## src/design/rv_pkg.sv

```systemverilog
`default_nettype none

package rv_pkg;

    typedef logic [31:0] word_t;
    typedef logic [4:0]  reg_idx_t;
    typedef logic [2:0]  alu_op_t;

    // ------------------------------------------------------------------------
    // Major opcodes of the supported RV32I subset
    // ------------------------------------------------------------------------
    localparam logic [6:0] OP_IMM    = 7'b0010011;
    localparam logic [6:0] OP_REG    = 7'b0110011;
    localparam logic [6:0] OP_LUI    = 7'b0110111;
    localparam logic [6:0] OP_LOAD   = 7'b0000011;
    localparam logic [6:0] OP_STORE  = 7'b0100011;
    localparam logic [6:0] OP_BRANCH = 7'b1100011;
    localparam logic [6:0] OP_JAL    = 7'b1101111;
    localparam logic [6:0] OP_SYSTEM = 7'b1110011;

    // The only SYSTEM encoding the core accepts
    localparam word_t INSTR_EBREAK = 32'h0010_0073;

    localparam alu_op_t ALU_ADD   = 3'd0;
    localparam alu_op_t ALU_SUB   = 3'd1;
    localparam alu_op_t ALU_AND   = 3'd2;
    localparam alu_op_t ALU_OR    = 3'd3;
    localparam alu_op_t ALU_XOR   = 3'd4;
    localparam alu_op_t ALU_PASSB = 3'd5;

    typedef enum logic [2:0] {
        FETCH,
        RS,
        ALU1,
        ALU2,
        ALU3,
        MEM,
        WR,
        HALT
    } core_state_t;

endpackage

`default_nettype wire

```

## src/design/wb_pkg.sv

```systemverilog
`default_nettype none

package wb_pkg;

    typedef logic [31:0] wb_addr_t;
    typedef logic [3:0]  wb_sel_t;

    // Index of a master at the arbiter
    typedef logic [0:0] wb_mst_t;

    localparam wb_mst_t MST_HOST = 1'b0;
    localparam wb_mst_t MST_CORE = 1'b1;

    typedef enum logic [1:0] {
        IDLE,
        HOST,
        CORE
    } arb_state_t;

endpackage

`default_nettype wire

```

## src/design/wb_arbiter.sv

```systemverilog
`timescale 1ns/10ps
`default_nettype none

module wb_arbiter
    import rv_pkg::*;
    import wb_pkg::*;
#(
    parameter int RAM_ADDR_W = 10
)
(
    input  logic                  i_clk,
    input  logic                  i_reset_n,
    input  wb_addr_t              i_h_adr,
    input  word_t                 i_h_dat,
    input  logic                  i_h_we,
    input  wb_sel_t               i_h_sel,
    input  logic                  i_h_stb,
    input  logic                  i_h_cyc,
    output word_t                 o_h_dat,
    output logic                  o_h_ack,
    input  wb_addr_t              i_c_adr,
    input  word_t                 i_c_dat,
    input  logic                  i_c_we,
    input  wb_sel_t               i_c_sel,
    input  logic                  i_c_stb,
    input  logic                  i_c_cyc,
    output word_t                 o_c_dat,
    output logic                  o_c_ack,
    output logic [RAM_ADDR_W-1:0] o_m_adr,
    output word_t                 o_m_dat,
    output logic                  o_m_we,
    output wb_sel_t               o_m_sel,
    output logic                  o_m_stb,
    input  word_t                 i_m_dat,
    input  logic                  i_m_ack
);

    arb_state_t state;
    arb_state_t state_nxt;
    wb_mst_t    owner;
    wb_addr_t   adr;
    logic       h_req;
    logic       c_req;

    assign h_req = i_h_cyc && i_h_stb;
    assign c_req = i_c_cyc && i_c_stb;

    // The host wins a tie; IDLE always separates two grants
    always_comb
    begin
        case (state)
        IDLE:    state_nxt = h_req ? HOST : (c_req ? CORE : IDLE);
        HOST:    state_nxt = i_m_ack ? IDLE : HOST;
        CORE:    state_nxt = i_m_ack ? IDLE : CORE;
        default: state_nxt = IDLE;
        endcase
    end

    always_ff @(posedge i_clk)
    begin
        if (!i_reset_n)
            state <= IDLE;
        else
            state <= state_nxt;
    end

    // ------------------------------------------------------------------------
    // Request and response routing
    // ------------------------------------------------------------------------
    assign owner = (state == CORE) ? MST_CORE : MST_HOST;

    assign adr     = (owner == MST_CORE) ? i_c_adr : i_h_adr;
    assign o_m_adr = adr[RAM_ADDR_W+1:2];
    assign o_m_dat = (owner == MST_CORE) ? i_c_dat : i_h_dat;
    assign o_m_we  = (owner == MST_CORE) ? i_c_we : i_h_we;
    assign o_m_sel = (owner == MST_CORE) ? i_c_sel : i_h_sel;
    assign o_m_stb = (state == HOST && h_req) || (state == CORE && c_req);

    assign o_h_ack = (state == HOST) && i_m_ack;
    assign o_c_ack = (state == CORE) && i_m_ack;
    assign o_h_dat = (state == HOST) ? i_m_dat : '0;
    assign o_c_dat = (state == CORE) ? i_m_dat : '0;

endmodule

`default_nettype wire

```

## config.mk

```make
export PLATFORM = sky130hd
export DESIGN_NAME = wb_arbiter
export DESIGN_NICKNAME = d
export VERILOG_FILES = /design/src/design/rv_pkg.sv /design/src/design/wb_pkg.sv /design/src/design/wb_arbiter.sv
export SDC_FILE = /design/constraint.sdc
export NUM_CORES = 1
export LEC_CHECK = 0
export ABC_AREA = 1
export BUFFER_PORTS_ARGS = -buffer_cell sky130_fd_sc_hd__buf_4
export CAP_MARGIN = 20
export CORE_AREA = 2 2 112 114
export CTS_BUF_LIST = sky130_fd_sc_hd__clkbuf_8
export CTS_CLUSTER_DIAMETER = 200
export DETAILED_ROUTE_END_ITERATION = 16
export DIE_AREA = 0 0 114 116
export SETUP_SLACK_MARGIN = 0.5
export SLEW_MARGIN = 20
export SYNTH_ARGS = -nofsm -noshare
export SYNTH_HDL_FRONTEND = slang
export SYNTH_SLANG_ARGS = --single-unit
```

## constraint.sdc

```tcl
create_clock -name i_clk -period 2.3 [get_ports i_clk]
set_clock_uncertainty 0.05 [all_clocks]
set_input_delay 0.23 -clock i_clk [delete_from_list [all_inputs] [get_ports i_clk]]
set_output_delay 0.23 -clock i_clk [all_outputs]
set_load 0.02 [all_outputs]
```

-- Word level (Yosys, flattened, before mapping)
Index checks and enable logic that the tools add are counted.
- equality and inequality tests: 2
- reductions and logical operators: 8
- muxes and demuxes: 12
- operators by type and width (cell ; count):
    $mux W32 ; 3
    $mux W12 ; 1
    $logic_and A1 B1 Y1 ; 6
    $mux W2 ; 3
    $pmux W2 S3 ; 1
    $mux W4 ; 1
    $mux W1 ; 3
    $eq A2 B1 Y1 const B ; 1
    $eq A2 B2 Y1 const B ; 1
    $logic_not A2 Y1 ; 1
    $logic_or A1 B1 Y1 ; 1
- word-level logic and storage cells: 23
- flip-flop bits (word level): 2
- bits of input ports: 177

-- Logic depth before layout (Yosys ltp)
Gate-level depths: netlist of run 1.
- depth after elaboration: 4
- depth in mapped cells: 6
- gate-level depth less buffers: 4

-- Worst setup path after synthesis of run 1
Ideal clock, no wire load.
- kind: reg2out
- from: reg state[1]
- to: out o_m_dat[14]
- buffers on the path: 2
- arrival: 1.001 ns
- path slack: 1.019 ns
- cell stages (with the launch flop): 7
- cell sequence: dfxtp_1 inv_2 nor2_2 buf_4 buf_4 nand2_1 nand2_1
- word-level cells in the longest chain between the ends: 3
- RTL lines (element ; RTL line ; RTL):
    start: declaration ; wb_arbiter.sv:38 ; arb_state_t state;
    start signal: assignment ; wb_arbiter.sv:64 ; state <= state_nxt;
    $eq A2 B2 Y1 ; wb_arbiter.sv:70 ; assign owner = (state == CORE) ? MST_CORE : MST_HOST;
    $mux W1 ; wb_arbiter.sv:70 ;
    $mux W32 ; wb_arbiter.sv:74 ; assign o_m_dat = (owner == MST_CORE) ? i_c_dat : i_h_dat;
    end: declaration ; wb_arbiter.sv:30 ; output word_t o_m_dat,
No other way between the ends.

-- Worst setup path in the final report of run 1
- from: reg state[0]
- to: out o_m_stb
- word-level cells in the longest chain between the ends: 3
- elaborated cells on any way between the ends: 5
- RTL lines (element ; RTL line ; RTL):
    $eq A2 B1 Y1 / $eq A2 B2 Y1 (equally long branches) ; wb_arbiter.sv:77 ; assign o_m_stb = (state == HOST && h_req) || (state == CORE && c_req);
    $logic_and A1 B1 Y1 ; wb_arbiter.sv:77 ;
    $logic_or A1 B1 Y1 (*) ; wb_arbiter.sv:77 ;
    end: declaration ; wb_arbiter.sv:33 ; output logic o_m_stb,
Every way passes the cells marked *; elsewhere a longest branch is shown, timed or not.

==> results of run 1 <==
==> power by group through the flow <==
stage          registers (mW)  clock network (mW)  logic [mW]
6_report               0.0395               0.139       0.648
5_1_grt                0.0396               0.144       0.699
4_1_cts                0.0395               0.142       0.654
3_5_place_dp           0.0399                   0       0.651
3_3_place_gp           0.0400                   0       0.651
2_1_floorplan          0.0393                   0       0.284
==> cells by family (layout without fill, tap and decap cells) <==
| kind of cell | count (synthesis) | after routing | synth area share [%] |
|---|---|---|---|
| buffers and inverters | 53 | 290 | 20.5 |
| AO/OA/AOI/OAI | 3 | 3 | 1.47 |
| AND/OR/NAND/NOR | 217 | 217 | 74.4 |
| flip-flops | 2 | 2 | 3.62 |
==> path summary, 6_finish.rpt <==
kind                                          start                   to  slack (ns)  depth (start not counted)
worst min-delay path                      i_reset_n  state[1]$_SDFF_PN0_        0.22                          3
worst max-delay path            state[0]$_SDFF_PN0_              o_m_stb        0.59                          5
worst min register to register  state[0]$_SDFF_PN0_  state[0]$_SDFF_PN0_        0.52                          2
worst max register to register  state[1]$_SDFF_PN0_  state[1]$_SDFF_PN0_        1.16                          5
==> synth_stat cells <==
master	n	area, sq um
nand2_1	145	544
nor2_1	67	251
inv_1	36	135
buf_2	13	65.1
buf_4	3	22.5
nand3_1	3	15.0
a21oi_1	2	10.0
dfxtp_1	2	40.0
inv_2	1	3.75
nand2_2	1	6.26
nor2_2	1	6.26
o22ai_1	1	6.26
==> cell type report <==
type,count,area [sq um],share of cell area (%)
multi-input cells,220,845,26.8
flip-flops and latches,2,40.0,1.27
repair buffers,250,1900,60.3
well taps,147,184,5.84
inverters,37,139,4.41
clock buffers,3,41.3,1.31
==> what timing repair did <==
| item | 4_1_cts | 5_1_grt |
|---|---|---|
| gates resized for setup | 1 | 2 |
| pin swaps | 0 | 0 |
| setup endpoints to repair | 3 | 23 |
| hold endpoints to repair | 0 | 0 |
==> layer usage <==
layer / global-route usage (%) / wire (um) / vias to the layer above
li1: - / - / 1255
met1: 12.7 / 3100 / 976
met2: 16.6 / 3620 / 100
met3: 1.62 / 540 / 2
met4: 0.732 / 8 / 0
met5: 0 / 0 / -
==> critical path, delay by kind of cell, from the launching register on <==
family	cells	cell delay [ns]
AO/OA/AOI/OAI	1	0.15
buffers and inverters	3	0.57
flip-flops	1	0.41
AND/OR/NAND/NOR	1	0.09
==> metrics.md, run 1 <==
| Metric | Value |
|---|---|
| Avg Vias per Cell | 3.54 |
| Cells after Synth | 275 |
| Biggest register | state |
| Avg Inst Size Synth | 4.02 sq um |
| Total CTS buffers | 3 |
| CP arrival | 1.43 ns |
| Flop pwr share | 4.8% |
| Commonest non-fill, non-tap cell in the layout | buf_4 |
| Crit path launch type | register |
| Worst-Margin Slew | 0.357 ns |
| Ant diodes | 0 |
| Crit. End Element | output port |
| Type of the worst setup path | reg2out |
| Remaining Overflow, GRT | 0 |
| Worst path cell trace | inv_1 -> nand2_2 -> buf_6 -> o22ai_1 -> buf_4 |
| TritonCTS clock tree | done |
| Crit-path max FO | 43 |
| Largest net degree at the start of global routing | 48 |
| Layout cells sized above 1 | 50.0% |
| # IOs | 291 |
| Tcrit/Tclk final | 74.4% |
| NetSw | 356 uW |
| Clk root buf | clkbuf_8 |
| Global-route wire length before repair | 10200 um |
| Worst Hold Class | in2reg |
| Initial antenna violation count | 0 |
| Placed cell count | 656 |
| Final hold violations | 0 |
| Final ANT Viol Nets | 0 |
| Top flop regs | state: 2 flops |
| Clk buf depth | 2 |
| Hold_buf cts | 0 |
| HPWL Detailed | 6170 um |
| Switching share of power | 43.1% |
| Layout Nets | 691 |
| CTS sink cnt | 2 |
| RSZ-0062 raised after global routing | true |
| Detailed Route Iter0 Violations | 76 |
| Drt total wl | 7280 um |
| VDD IR-drop max | 216 uV |
| Slowest cell on crit path | dfxtp_1 |
| All-layer global routing usage | 9.47% |
| Netlist Area Pre-Place | 0.00111 sq mm |
| CP required | 2.02 ns |
| Placed cell area | 0.00310 sq mm |
| Register area share after synthesis | 3.62% |
| Final setup margin | 0.590 ns |
| CP peak stage delay | 0.41 ns |
| Most frequent cells in the layout | 247 x buf_4, 145 x nand2_1, 67 x nor2_1 |
| Min cycle time layout | 1.71 ns |
| Final Slew Violations | 0 |
| Leak | 2.04 nW |
| Place WS | 0.704 ns |
| Max-capacitance violation count | 0 |
| Count of input and output buffers | 246 |
| Die W | 114 um |
| Fillers | 1377 |
| GPL Wtd Cong | 0.735 |
| Comb power frac | 78.4% |
| Fin cells | 659 |
| Die footprint | 0.0132 sq mm |
| Starting Density | 9.29% |
| Status | finished, final reports clean |
| Max reg flops | 2 |
| Netlist cell types | 12 |
| Die height | 116 um |
| Pwr per Cell Area | 262 mW/mm^2 |
| Syn Nets | 452 |
| Area grow syn2layout | 185% |
| Fmax | 585 MHz |
| Fin Setup TNS | 0 ns |
| Clk slew on worst S/H paths | 0.03 ns |
| Vias in the first global route | 1997 |
| Post-CTS setup buffers | 0 |
| Finished Cell Area | 0.00315 sq mm |
| Flops & latches, synth | 2 |
| Final setup viols | 0 |
| CTS H-tree depth | 1 |
| Yosys Warn Count | 0 |
| DRT Pass-1 Iters | 4 |
| # rows | 40 |
| Internal power | 469 uW |
| Per-cell routed wire length | 11.0 um |
| Routed vias | 2333 |
| Core area | 0.0119 sq mm |
| Post-layout util | 26.4% |
| Clk Latency, worst-skew pair | 0.21 ns |
| Worst slew margin | 76.2% |
| Clock group share of total power | 16.8% |
| DR DRC count | 0 |
| Power Total | 826 uW |
| Hold slack | 0.224 ns |
(Power assumes the default switching activity.)
==> run 2, diff against run 1 <==
Settings changed: CORE_AREA 2 2 112 114 to 2 2 114 116, DIE_AREA 0 0 114 116 to 0 0 116 118.
Clock period 2.3 ns to 1.76 ns, I/O delays scaled along.
==> run 2 against run 1 <==
Cell count up 7.3%. Combinational power increased by 74%. Clock power rose by 32%. Wire length is 30% higher. Clock-buffer cell count unchanged. Die area increased by 3.5%. Largest cell class unchanged.
==> metrics.md, run 2 (same netlist as run 1, synthesis figures left out) <==
| Metric | Value |
|---|---|
| Pwr per Cell Area | 323 mW/mm^2 (+23%) |
| Clk buf depth | 2 (unchanged) |
| NetSw | 585 uW (+64%) |
| Largest net degree at the start of global routing | 35 (-27%) |
| Comb power frac | 82.8% (+4.4 points) |
| Worst Hold Class | in2reg |
| Final ANT Viol Nets | 0 (unchanged) |
| Max-capacitance violation count | 0 (unchanged) |
| Detailed Route Iter0 Violations | 62 (-18%) |
| # rows | 41 (+2.5%) |
| Starting Density | 8.91% (-0.38 points) |
| DR DRC count | 0 (unchanged) |
| Clock group share of total power | 13.4% (-3.4 points) |
| Type of the worst setup path | reg2out |
| Crit. End Element | output port |
| CTS H-tree depth | 1 (unchanged) |
| Place WS | 0.373 ns (-0.331 ns) |
| Final setup viols | 0 (unchanged) |
| Final hold violations | 0 (unchanged) |
| Final Slew Violations | 0 (unchanged) |
| Flop pwr share | 3.8% (-1.0 points) |
| Layout cells sized above 1 | 64.7% (+15 points) |
| Die footprint | 0.0137 sq mm (+3.5%) |
| Routed vias | 2562 (+9.8%) |
| Clk Latency, worst-skew pair | 0.21 ns (about the same) |
| All-layer global routing usage | 11.7% (+2.2 points) |
| Worst slew margin | 87.3% (+11 points) |
| Vias in the first global route | 2443 (+22%) |
| Ant diodes | 0 (unchanged) |
| HPWL Detailed | 5760 um (-6.7%) |
| Fin Setup TNS | 0 ns (unchanged) |
| Placed cell count | 682 (+4.0%) |
| Global-route wire length before repair | 12500 um (+23%) |
| Min cycle time layout | 1.55 ns |
| Core area | 0.0124 sq mm (+4.2%) |
| DRT Pass-1 Iters | 4 (unchanged) |
| Layout Nets | 714 (+3.3%) |
| Hold slack | 0.164 ns (-0.0597 ns) |
| Top flop regs | state: 2 flops |
| Fmax | 646 MHz |
| Biggest register | state |
| Area grow syn2layout | 283% |
| Per-cell routed wire length | 13.4 um (+21%) |
| Power Total | 1.37 mW (+66%) |
| Most frequent cells in the layout | 207 x buf_4, 111 x nand2_1, 43 x buf_6 |
| Status | finished, final reports clean |
| GPL Wtd Cong | 0.757 (+3.0%) |
| Clk root buf | clkbuf_8 |
| # IOs | 291 (unchanged) |
| Remaining Overflow, GRT | 0 (unchanged) |
| Crit-path max FO | 6 (-86%) |
| Initial antenna violation count | 0 (unchanged) |
| Drt total wl | 9470 um (+30%) |
| Leak | 2.44 nW (+19%) |
| TritonCTS clock tree | done |
| Die W | 116 um (+1.8%) |
| Fin cells | 707 (+7.3%) |
| CTS sink cnt | 2 (unchanged) |
| Max reg flops | 2 (unchanged) |
| Hold_buf cts | 0 (unchanged) |
| Final setup margin | 0.213 ns (-0.377 ns) |
| Commonest non-fill, non-tap cell in the layout | buf_4 |
| Worst-Margin Slew | 0.190 ns (-0.167 ns) |
| Internal power | 785 uW (+67%) |
| Die height | 118 um (+1.7%) |
| CP required | 1.53 ns (-0.49 ns) |
| Clk slew on worst S/H paths | 0.03 ns (about the same) |
| Count of input and output buffers | 246 (unchanged) |
| Avg Vias per Cell | 3.62 (+2.4%) |
| Total CTS buffers | 3 (unchanged) |
| VDD IR-drop max | 190 uV (-12%) |
| Tcrit/Tclk final | 87.9% |
| CP arrival | 1.32 ns (-0.11 ns) |
| RSZ-0062 raised after global routing | true |
| Crit path launch type | register |
| Switching share of power | 42.7% (-0.47 points) |
[run 2: cell types whose count changed in the layout (fill, tap and decap cells not counted), moves of 2 or more]
| cell | change |
|---|---|
| nor2_2 | +9 |
| nor2_4 | +21 |
| buf_12 | +8 |
| buf_4 | -40 |
| buf_16 | +10 |
| clkbuf_16 | +4 |
| nand2_1 | -34 |
| nor2_1 | -30 |
| nand2_2 | +17 |
| dfxtp_1 | -2 |
| nand2_4 | +16 |
| buf_6 | +42 |
[run 2: worst paths after layout]
path | slack [ns] | start | to | cells past startpoint
min reg2reg | 0.50 | state[0]$_SDFF_PN0_ | state[0]$_SDFF_PN0_ | 2
max reg2reg | 0.64 | state[1]$_SDFF_PN0_ | state[1]$_SDFF_PN0_ | 6
min | 0.16 | i_reset_n | state[1]$_SDFF_PN0_ | 3
max | 0.21 | state[1]$_SDFF_PN0_ | o_m_adr[3] | 7
[run 2: per-stage QoR]
step / instance area (sq um) / utilization, %
6_report: 4240 / 34.2
5_1_grt: 4240 / 34.2
4_1_cts: 3900 / 31.4
3_5_place_dp: 3160 / 25.5
3_3_place_gp: 3160 / 25.5
2_1_floorplan: 1110 / -
[run 2: worst max-delay path, cell delays in order, from the launching register on]
cell and delay, ns:
dfxtp_2 0.34, buf_6 0.12, nand2_8 0.08, buf_12 0.15
clkbuf_16 0.16, nand2_1 0.06, nand2_1 0.05, buf_4 0.15
[run 2: power by group through the flow]
stage | sequential [mW] | combinational, mW | clock, mW
6_report | 0.0523 | 1.13 | 0.184
2_1_floorplan | 0.0514 | 0.371 | 0
4_1_cts | 0.0523 | 1.04 | 0.190
3_5_place_dp | 0.0523 | 0.858 | 0
3_3_place_gp | 0.0523 | 0.854 | 0
5_1_grt | 0.0526 | 1.21 | 0.192
[run 2: routing by layer]
layer  share of wire, %  global-route usage (%)  wire length, um
met2                 52                    22.6             4960
met4               0.64                    1.41               61
met1                 41                    14.0             3890
met5                  0                       0                0
met3                6.0                    1.24              570
[run 2: layout make-up]
type	instances	area [sq um]
Clock buffer	3	41.3
Fill cell	1334	8170
Inverter	37	141
Multi-Input combinational cell	220	1200
Sequential cell	2	45.0
Tap cell	172	215
Timing Repair Buffer	273	2590
[run 2: timing repair]
item	4_1_cts	5_1_grt
gates resized for setup	97	66
buffers inserted	6	1
hold endpoints to repair	0	0
gates cloned	10	5
pin swaps	6	9
setup endpoints to repair	114	114
