**config.mk**
```make
export PLATFORM = sky130hd
export DESIGN_NAME = rv_core
export DESIGN_NICKNAME = d
export VERILOG_FILES = /design/src/design/rv_pkg.sv /design/src/design/wb_pkg.sv /design/src/design/rv_regs.sv /design/src/design/rv_exec.sv /design/src/design/rv_core.sv
export SDC_FILE = /design/constraint.sdc
export NUM_CORES = 2
export LEC_CHECK = 0
export BUFFER_PORTS_ARGS = -buffer_cell sky130_fd_sc_hd__buf_2
export CAP_MARGIN = 20
export CORE_MARGIN = 5
export CORE_UTILIZATION = 42
export DETAILED_ROUTE_END_ITERATION = 8
export SKIP_LAST_GASP = 1
export SYNTH_ARGS = -nofsm -noshare
export SYNTH_HDL_FRONTEND = slang
export SYNTH_SLANG_ARGS = --single-unit
```
**constraint.sdc**
```tcl
create_clock -name i_clk -period 8.2 [get_ports i_clk]
set_input_delay 1.23 -clock i_clk [delete_from_list [all_inputs] [get_ports i_clk]]
set_output_delay 1.23 -clock i_clk [all_outputs]
set_load 0.01 [all_outputs]
```
**src/design/rv_pkg.sv**
```systemverilog
`default_nettype none

package rv_pkg;

    typedef logic [31:0] word_t;
    typedef logic [4:0]  reg_idx_t;
    typedef logic [2:0]  alu_op_t;

    // ------------------------------------------------------------------------
    // Major opcodes of the supported RV32I subset
    // ------------------------------------------------------------------------
    localparam logic [6:0] OP_IMM    = 7'b0010011;
    localparam logic [6:0] OP_REG    = 7'b0110011;
    localparam logic [6:0] OP_LUI    = 7'b0110111;
    localparam logic [6:0] OP_LOAD   = 7'b0000011;
    localparam logic [6:0] OP_STORE  = 7'b0100011;
    localparam logic [6:0] OP_BRANCH = 7'b1100011;
    localparam logic [6:0] OP_JAL    = 7'b1101111;
    localparam logic [6:0] OP_SYSTEM = 7'b1110011;

    // The only SYSTEM encoding the core accepts
    localparam word_t INSTR_EBREAK = 32'h0010_0073;

    localparam alu_op_t ALU_ADD   = 3'd0;
    localparam alu_op_t ALU_SUB   = 3'd1;
    localparam alu_op_t ALU_AND   = 3'd2;
    localparam alu_op_t ALU_OR    = 3'd3;
    localparam alu_op_t ALU_XOR   = 3'd4;
    localparam alu_op_t ALU_PASSB = 3'd5;

    typedef enum logic [2:0] {
        FETCH,
        RS,
        ALU1,
        ALU2,
        ALU3,
        MEM,
        WR,
        HALT
    } core_state_t;

endpackage

`default_nettype wire

```
**src/design/wb_pkg.sv**
```systemverilog
`default_nettype none

package wb_pkg;

    typedef logic [31:0] wb_addr_t;
    typedef logic [3:0]  wb_sel_t;

    // Index of a master at the arbiter
    typedef logic [0:0] wb_mst_t;

    localparam wb_mst_t MST_HOST = 1'b0;
    localparam wb_mst_t MST_CORE = 1'b1;

    typedef enum logic [1:0] {
        IDLE,
        HOST,
        CORE
    } arb_state_t;

endpackage

`default_nettype wire

```
**src/design/rv_regs.sv**
```systemverilog
`timescale 1ns/10ps
`default_nettype none

module rv_regs
    import rv_pkg::*;
(
    input  logic     i_clk,
    input  logic     i_reset_n,
    input  reg_idx_t i_rs1,
    input  reg_idx_t i_rs2,
    input  reg_idx_t i_rd,
    input  logic     i_write,
    input  word_t    i_data,
    output word_t    o_data1,
    output word_t    o_data2
);

    // x0 has no storage and always reads as zero
    word_t regs [1:31];

    always_ff @(posedge i_clk)
    begin
        if (!i_reset_n)
        begin
            for (int i = 1; i < 32; i++)
                regs[i] <= '0;
        end
        else if (i_write && i_rd != '0)
        begin
            regs[i_rd] <= i_data;
        end
    end

    always_ff @(posedge i_clk)
    begin
        if (!i_reset_n)
        begin
            o_data1 <= '0;
            o_data2 <= '0;
        end
        else
        begin
            o_data1 <= (i_rs1 == '0) ? '0 : regs[i_rs1];
            o_data2 <= (i_rs2 == '0) ? '0 : regs[i_rs2];
        end
    end

endmodule

`default_nettype wire

```
**src/design/rv_exec.sv**
```systemverilog
`timescale 1ns/10ps
`default_nettype none

module rv_exec
    import rv_pkg::*;
(
    input  logic     i_clk,
    input  logic     i_reset_n,
    input  word_t    i_instr,
    input  word_t    i_pc,
    input  word_t    i_reg1,
    input  word_t    i_reg2,
    output reg_idx_t o_rd,
    output word_t    o_result,
    output word_t    o_addr,
    output logic     o_take,
    output logic     o_load,
    output logic     o_store,
    output logic     o_illegal
);

    logic [6:0] opcode;
    logic [2:0] funct3;
    logic [6:0] funct7;
    word_t      imm_i;
    word_t      imm_s;
    word_t      imm_b;
    word_t      imm_u;
    word_t      imm_j;
    word_t      alu_b;
    word_t      alu_y;
    word_t      base;
    word_t      offset;
    alu_op_t    op;
    logic       writes_rd;
    logic       legal;
    logic       cond;

    assign opcode = i_instr[6:0];
    assign funct3 = i_instr[14:12];
    assign funct7 = i_instr[31:25];

    assign imm_i = {{20{i_instr[31]}}, i_instr[31:20]};
    assign imm_s = {{20{i_instr[31]}}, i_instr[31:25], i_instr[11:7]};
    assign imm_b = {{19{i_instr[31]}}, i_instr[31], i_instr[7], i_instr[30:25],
                    i_instr[11:8], 1'b0};
    assign imm_u = {i_instr[31:12], 12'h000};
    assign imm_j = {{11{i_instr[31]}}, i_instr[31], i_instr[19:12], i_instr[20],
                    i_instr[30:21], 1'b0};

    // ------------------------------------------------------------------------
    // Decode
    // ------------------------------------------------------------------------
    always_comb
    begin
        op        = ALU_ADD;
        alu_b     = imm_i;
        offset    = imm_i;
        legal     = 1'b0;
        writes_rd = 1'b0;
        case (opcode)
        OP_IMM:
        begin
            legal     = (funct3 == 3'b000);
            writes_rd = 1'b1;
        end
        OP_REG:
        begin
            alu_b     = i_reg2;
            writes_rd = 1'b1;
            legal     = (funct7 == 7'h00 && funct3 inside {3'b000, 3'b100, 3'b110, 3'b111})
                        || (funct7 == 7'h20 && funct3 == 3'b000);
            case (funct3)
            3'b100:  op = ALU_XOR;
            3'b110:  op = ALU_OR;
            3'b111:  op = ALU_AND;
            default: op = funct7[5] ? ALU_SUB : ALU_ADD;
            endcase
        end
        OP_LUI:
        begin
            op        = ALU_PASSB;
            alu_b     = imm_u;
            legal     = 1'b1;
            writes_rd = 1'b1;
        end
        OP_LOAD:
        begin
            legal     = (funct3 == 3'b010);
            writes_rd = 1'b1;
        end
        OP_STORE:
        begin
            offset = imm_s;
            legal  = (funct3 == 3'b010);
        end
        OP_BRANCH:
        begin
            offset = imm_b;
            legal  = (funct3[2:1] == 2'b00);
        end
        OP_JAL:
        begin
            offset    = imm_j;
            legal     = 1'b1;
            writes_rd = 1'b1;
        end
        OP_SYSTEM: legal = (i_instr == INSTR_EBREAK);
        default:   legal = 1'b0;
        endcase
    end

    always_comb
    begin
        case (op)
        ALU_ADD: alu_y = i_reg1 + alu_b;
        ALU_SUB: alu_y = i_reg1 - alu_b;
        ALU_AND: alu_y = i_reg1 & alu_b;
        ALU_OR:  alu_y = i_reg1 | alu_b;
        ALU_XOR: alu_y = i_reg1 ^ alu_b;
        default: alu_y = alu_b;
        endcase
    end

    // BEQ has funct3 000 and BNE 001
    assign cond = funct3[0] ? (i_reg1 != i_reg2) : (i_reg1 == i_reg2);
    assign base = (opcode == OP_BRANCH || opcode == OP_JAL) ? i_pc : i_reg1;

    // One registered stage, settled well before ALU3 ends
    always_ff @(posedge i_clk)
    begin
        o_result <= alu_y;
        o_addr   <= base + offset;
    end

    always_ff @(posedge i_clk)
    begin
        if (!i_reset_n)
            o_take <= 1'b0;
        else
            o_take <= (opcode == OP_JAL) || (opcode == OP_BRANCH && cond);
    end

    // Instructions without a destination report rd as x0
    assign o_rd      = writes_rd ? i_instr[11:7] : '0;
    assign o_load    = (opcode == OP_LOAD);
    assign o_store   = (opcode == OP_STORE);
    assign o_illegal = !legal;

endmodule

`default_nettype wire

```
**src/design/rv_core.sv**
```systemverilog
`timescale 1ns/10ps
`default_nettype none

module rv_core
    import rv_pkg::*;
    import wb_pkg::*;
#(
    parameter wb_addr_t RESET_ADDR = 32'h0000_0000
)
(
    input  logic     i_clk,
    input  logic     i_reset_n,
    input  logic     i_run,
    output wb_addr_t o_wb_adr,
    output word_t    o_wb_dat,
    input  word_t    i_wb_dat,
    output logic     o_wb_we,
    output wb_sel_t  o_wb_sel,
    output logic     o_wb_stb,
    output logic     o_wb_cyc,
    input  logic     i_wb_ack,
    output logic     o_halted,
    output logic     o_illegal
);

    core_state_t state;
    core_state_t state_nxt;

    word_t    pc;
    word_t    pc_p4;
    word_t    instr;
    word_t    result;
    word_t    load_data;
    word_t    wr_data;
    word_t    reg1;
    word_t    reg2;
    word_t    ex_result;
    word_t    ex_addr;
    reg_idx_t ex_rd;
    logic     ex_take;
    logic     ex_load;
    logic     ex_store;
    logic     ex_illegal;
    logic     mem_op;
    logic     is_ebreak;
    logic     is_jal;
    logic     ran;

    assign pc_p4     = pc + 32'd4;
    assign mem_op    = ex_load || ex_store;
    assign is_ebreak = (instr == INSTR_EBREAK);
    assign is_jal    = (instr[6:0] == OP_JAL);

    // ------------------------------------------------------------------------
    // Sequencing
    // ------------------------------------------------------------------------

    // The core runs once per reset; after EBREAK or an illegal opcode it stays halted
    always_comb
    begin
        case (state)
        HALT:    state_nxt = (i_run && !ran) ? FETCH : HALT;
        FETCH:   state_nxt = i_wb_ack ? RS : FETCH;
        RS:      state_nxt = (ex_illegal || is_ebreak) ? HALT : ALU1;
        ALU1:    state_nxt = ALU2;
        ALU2:    state_nxt = ALU3;
        ALU3:    state_nxt = MEM;
        MEM:     state_nxt = (!mem_op || i_wb_ack) ? WR : MEM;
        WR:      state_nxt = FETCH;
        default: state_nxt = HALT;
        endcase
    end

    always_ff @(posedge i_clk)
    begin
        if (!i_reset_n)
        begin
            state     <= HALT;
            pc        <= RESET_ADDR;
            ran       <= 1'b0;
            o_illegal <= 1'b0;
        end
        else
        begin
            state <= state_nxt;
            if (state != HALT)
                ran <= 1'b1;
            if (state == RS && ex_illegal)
                o_illegal <= 1'b1;
            if (state == WR)
                pc <= ex_take ? ex_addr : pc_p4;
        end
    end

    always_ff @(posedge i_clk)
    begin
        if (state == FETCH && i_wb_ack)
            instr <= i_wb_dat;
        if (state == ALU3)
            result <= ex_result;
        if (state == MEM && i_wb_ack)
            load_data <= i_wb_dat;
    end

    assign o_halted = (state == HALT);

    // JAL links PC+4; every other writer takes the load data or the ALU result
    assign wr_data = ex_load ? load_data : (is_jal ? pc_p4 : result);

    // ------------------------------------------------------------------------
    // Bus master port
    // ------------------------------------------------------------------------
    assign o_wb_stb = (state == FETCH) || (state == MEM && mem_op);
    assign o_wb_cyc = o_wb_stb;
    assign o_wb_adr = (state == MEM) ? ex_addr : pc;
    assign o_wb_we  = (state == MEM) && ex_store;
    assign o_wb_sel = '1;
    assign o_wb_dat = reg2;

    rv_regs u_regs
    (
        .i_clk     (i_clk),
        .i_reset_n (i_reset_n),
        .i_rs1     (instr[19:15]),
        .i_rs2     (instr[24:20]),
        .i_rd      (ex_rd),
        .i_write   (state == WR),
        .i_data    (wr_data),
        .o_data1   (reg1),
        .o_data2   (reg2)
    );

    rv_exec u_exec
    (
        .i_clk     (i_clk),
        .i_reset_n (i_reset_n),
        .i_instr   (instr),
        .i_pc      (pc),
        .i_reg1    (reg1),
        .i_reg2    (reg2),
        .o_rd      (ex_rd),
        .o_result  (ex_result),
        .o_addr    (ex_addr),
        .o_take    (ex_take),
        .o_load    (ex_load),
        .o_store   (ex_store),
        .o_illegal (ex_illegal)
    );

endmodule

`default_nettype wire

```
# --- Word level (Yosys, flattened, before mapping) ---
# Memory sizes are Yosys's and may differ from the RTL's. A register that Yosys moved wholly into a read port is not among the register bits.
# Index checks and enable logic that the tools add are counted.
totals:
  mem_count: 1
  reg_bits: 198
  ramBits: 992
mem_list:
  columns: ["memory", "depth", "word_bits", "rd", "rd_clocked_by_memory_dff", "wr", "line_no", "rtl"]
  rows:
  - ["u_regs.regs", 31, 32, 2, 2, 31, "rv_regs.sv:19", "word_t regs [1:31];"]
op_classes:
  bitwise_logic: 4
  n_mux: 27
  add_sub_neg: 4
  eq_ne: 28
  reduce_logical: 35
ops:
  columns: ["cell", "count"]
  rows:
  - ["$mux 32", 6]
  - ["$pmux 32 s5", 1]
  - ["$add 32x32->32", 2]
  - ["$pmux 32 s2", 1]
  - ["$pmux 20 s3", 1]
  - ["$add 32x3->32 const B", 1]
  - ["$and 32x32->32", 1]
  - ["$eq 32x21->1 const B", 1]
  - ["$eq 32x32->1", 1]
  - ["$ne 32x32->1", 1]
  - ["$or 32x32->32", 1]
  - ["$reduce_or 32->1", 1]
  - ["$sub 32x32->32", 1]
  - ["$xor 32x32->32", 1]
  - ["$eq 7x6->1 const B", 4]
  - ["$eq 3x3->1 const B", 8]
  - ["$pmux 3 s8", 1]
  - ["$eq 7x7->1 const B", 3]
  - ["$eq 3x2->1 const B", 5]
  - ["$logic_and 1x1->1", 10]
  - ["$logic_not 5->1", 2]
  - ["$mux 5", 2]
  - ["$logic_not 3->1", 3]
  - ["$mux 1", 9]
  - ["18 further kinds", 31]

# --- Depth between registers and ports, before layout ---
logic_depth:
  word_depth: 11
  mapped_depth: 23
  mapped_depth_nobuf: 20

# --- Cells and area by module ---
# Synthesis repeated with hierarchy kept, for this count alone.
unflattened:
  cells_unflattened: 5349
  hier_area_um2: 70948.0
by_module_without_submodules:
  columns: ["mod", "seq_area_each_um2", "area_per_inst_um2", "cells_per_inst", "n_inst"]
  rows:
  - ["rv_regs", 32030.7, 55450.7, 3544, 1]
  - ["rv_exec", 1301.2, 8700.8, 1155, 1]
  - ["rv_core", 3623.5, 6796.5, 650, 1]

# --- Worst setup path after synthesis ---
# No wires, ideal clock.
synth_timing:
  kind: "register to register"
  startpoint: "register instr[4]"
  endpoint: "register u_exec.o_result[31]"
  setup_slack_ns: 2.576
  setup_time_ns: 0.133
  path_buffers: 4
  stages_incl_launch_ff: 23
  arrival_time_ns: 5.491
  t_required_ns: 8.067
  cell_sequence: "edfxtp_1 and3b_1 buf_6 and3_4 buf_6 buf_6 buf_2 a221oi_1 nand3_1 or3_1 o31ai_1 xnor2_1 ha_1 and2_1 a22oi_1 o21ai_0 a2111oi_0 a2111oi_0 nor4_1 nor4_1 or4_1 a31oi_1 a21oi_1"
synth_between:
  elab_chain_len: 4
  word_cells_on_any_way: 15
  classes_between: "add/sub: 2; eq/ne: 6; mux: 3; bitwise: 3; reduce/logical: 1"
synth_rtl:
  columns: ["element", "line_no", "rtl"]
  rows:
  - ["from (decl)", "rv_core.sv:31", "word_t instr;"]
  - ["from (signal assigned)", "rv_core.sv:98", "instr <= i_wb_dat;"]
  - ["$eq 7x6->1", "rv_exec.sv:61", "case (opcode)"]
  - ["$pmux 32 s2 / $pmux 3 s2 (equally long branches)", "rv_exec.sv:61", null]
  - ["$sub 32x32->32, or another cell as far along", "rv_exec.sv:117", "ALU_SUB: alu_y = i_reg1 - alu_b;"]
  - ["$pmux 32 s5 (*)", "rv_exec.sv:115", "case (op)"]
  - ["net u_exec.alu_y[31]", "rv_exec.sv:31", "word_t alu_y;"]
  - ["to (signal assigned)", "rv_exec.sv:132", "o_result <= alu_y;"]
  - ["to (decl)", "rv_exec.sv:14", "output word_t o_result,"]
# The timed path passes the listed nets; every way through them passes the cells marked *.
# A chain may end at the register's enable or synchronous reset.

# --- Worst setup path in the final report ---
layout_timing:
  startpoint: "register instr[6]"
  endpoint: "register u_exec.o_result[31]"
# The elaborated chain is that of the path after synthesis.

==> results.md <==
- Netlist cell types: 75
- Starting density of the core: 0.421
- Mapped Cells: 4994
- CP max stage cell: nor4_1
- Number of synthesized flops with an enable pin: 1120
- Clock Latency Late Sink: 0.79 ns
- Slowest stage delay, CP: 0.63 ns
- Layout cells sized above 1: 0.247
- First-pass GRT wire length: 336000 microns
- Highest Signal Layer: met5
- Critical Path RT: 8.83 ns
- Initial DRC count: 6602
- Met1 wire length: 90200 microns
- Placed Area: 0.0704 sq mm
- Post-layout util: 0.469
- Final Max Tran Viols: 0
- Num rows: 147
- Asr flop ratio synth: 0
- Vias in the first global route: 45100
- Final nets: 5142
- Final Skew: 0.0386 ns
- First-pass detailed-route iteration total: 6
- Fmax: 142 MHz
- Sequential-to-total area share from yosys stat: 0.549
- Mux contribution to synthesized area: 0.230
- Pre-CTS setup slack: 1.41 ns
- WP buf/inv: 1
- Via count: 45600
- All-layer global routing usage: 0.280
- Die W: 410 microns
- Drt total wl: 239000 microns
- CP Max Fanout: 11
- Critical Path AT: 7.66 ns
- IO Count: 109
- Setup Crit Path Kind: register to register
- Remaining antenna violation count: 0
- Max-cap violations: 0
- Finished Cell Area: 0.0751 sq mm
- CTS Hold Bufs: 0
- Setup Fix Bufs, Post-CTS: 0
- Pin count of the biggest net entering global routing: 120
- Adder-Cell Fraction of Synth Area: 0.0244
- Final cell count without fillers: 7185
- Clock sink count: 1286
- Final hold violations: 0
- Core ar.: 0.160 sq mm
- Clock-pin slew on the worst setup and hold paths: 0.06 ns
- Post-CTS Resized: 0
- Setup TNS: 0 ns
- Main combinational cell family by area after synthesis: multiplexers
- Crit-path cells: and3b_1 -> nand2_1 -> a22oi_1 -> inv_1 -> nor4_1 -> nand4_1 -> or2_2 -> o41ai_1 -> xnor2_1 -> ha_1 -> and2_1 -> a22oi_1 -> o21ai_0 -> a2111oi_0 -> a2111oi_0 -> nor4_1 -> nor4_1 -> or4_1 -> a31oi_1 -> a21oi_1
- Die height: 410 microns
- H-tree levels: 4
- Cell mode on critical path: nor4_1
- FF+latch count, synth: 1286
- # setup viols final: 0
- Via-to-Cell Ratio: 6.34
- RSZ-0062 raised after global routing: false
- DRC errors left: 0
- Worst setup margin: 1.17 ns
- Crit start category: register
- Minimum hold slack: 0.400 ns
- Root Driver: clkbuf_16
- PwrDens: 207 mW/mm^2
- Xor and xnor area share after synthesis: 0.0189
- Worst vdd ir: 0.227 mV
- Met2 routed WL: 109000 microns
- Dpl cells: 6917
- Slew headroom: 0.168
- Met3 routed WL: 29000 microns
- P&R area growth vs syn: 11.6%
- Tot Pwr: 15.5 mW
- Initial antenna violation count: 9
- Syn. warnings: 0
- Routed len/inst: 33.2 microns
- Post-synthesis simple-gate area fraction: 0.0974
- IO buf count: 104
- Routability cong.: 0.970
- Die area: 0.168 sq mm
- FILL cells: 14000
- Mean post-synth cell area: 13.5 sq um
- Period minus WS final: 7.03 ns
- Clock Path Buffers: 3
- Compound-Gate Fraction of Synth Area: 0.0475
- CP Capture Type: register
- Synth Flop Type: edfxtp_1
- TritonCTS clock tree: done
- Detail Placement HPWL: 147000 microns
- Top delay family on crit path: simple AND/OR/NAND/NOR gates
- Leakage: 27.7 nW
- Status: finished clean
- Pin slew with the least headroom to its limit: 1.25 ns
- Worst Hold Class: register to register
- TritonCTS buffer count: 140
- Total grt overflow: 0
- Period utilisation layout: 0.857
- Mapped Area: 0.0673 sq mm
==> sequential cells by signal, summed over array words and instances (netlist names) <==
register,cells
u_regs.regs,1024
instr,32
load_data,32
pc,32
result,32
u_exec.o_addr,32
u_exec.o_result,32
u_regs.o_data1,32
u_regs.o_data2,32
state,3
o_illegal,1
ran,1
u_exec.o_take,1
==> layout by cell type (no fill, tap or decap), types with 18 or more instances in the layout <==
master	count
mux2_2	35
xnor2_1	78
nor4_1	18
clkbuf_16	145
buf_4	139
dfxtp_1	165
mux2i_1	70
ha_1	128
buf_2	103
a22oi_1	22
clkinv_1	24
clkinv_2	29
nor2_1	1157
a21boi_0	25
a211oi_1	30
conb_1	36
a21oi_2	26
xor2_1	67
o21ai_0	136
nand3_1	44
clkbuf_1	24
nor3_1	32
edfxtp_1	1120
a21oi_1	100
a21o_1	39
nand2_1	193
nand2_2	62
inv_1	118
mux4_2	640
==> power by group <==
group          switching [mW]  internal (mW)
sequential              0.183           7.40
clock                    2.73           3.67
combinational            1.00          0.529
total                    3.91           11.6
==> kinds of logic after synthesis <==
family / after synthesis
AOI/OAI and AO/OA: 503
muxes: 745
buffers and inverters: 565
DFF: 1286
adders and majority gates: 130
and+or+nand+nor: 1618
other: 2
xor gates and xnor gates: 145
==> path summary, 6_finish.rpt <==
kind                           start                   to  slack, ns  cells past startpoint
setup / recovery            instr[6]  u_exec.o_result[31]       1.17                     20
hold / removal    u_exec.o_result[1]            result[1]       0.40                      0
setup reg to reg            instr[6]  u_exec.o_result[31]       1.17                     20
hold reg to reg   u_exec.o_result[1]            result[1]       0.40                      0
==> routing by layer <==
| layer | up-vias | global-route usage |
|---|---|---|
| met5 | - | 0 |
| met4 | 2 | 0.106 |
| met3 | 488 | 0.0775 |
| met2 | 2908 | 0.433 |
| met1 | 23500 | 0.380 |
| li1 | 18700 | - |
==> synth_stat cells, drive strengths merged, types with 11 or more instances <==
cell type | count | area [sq um]
xor2 | 67 | 587
a21boi | 25 | 188
nor2 | 1161 | 4360
nor2b | 11 | 68.8
and3 | 17 | 111
buf | 74 | 325
inv | 120 | 450
mux2 | 35 | 394
and2 | 16 | 100
o211ai | 16 | 120
nor3 | 33 | 165
a211oi | 30 | 225
xnor2 | 78 | 683
mux4 | 640 | 14400
nand2 | 256 | 961
a21o | 39 | 293
edfxtp | 1120 | 33600
clkbuf | 371 | 1390
a21oi | 133 | 666
ha | 128 | 1600
nor4 | 21 | 144
nand3 | 44 | 220
a221oi | 16 | 153
a22oi | 22 | 165
o31ai | 16 | 125
o21ai | 137 | 686
nand2b | 11 | 68.8
mux2i | 70 | 701
dfxtp | 166 | 3320
==> cell type report <==
| type | instances | area [sq um] | area share |
|---|---|---|---|
| sequential | 1286 | 37000 | 0.492 |
| multi-input combinational | 3177 | 28700 | 0.382 |
| clock buffer | 181 | 3870 | 0.0516 |
| tap | 2086 | 2610 | 0.0348 |
| timing repair buffer | 251 | 1740 | 0.0232 |
| clock inverter | 76 | 746 | 0.00993 |
| inverter | 120 | 450 | 0.00600 |
| antenna | 8 | 20.0 | 0.000267 |
Note: power is estimated with default switching activity, not from simulation.
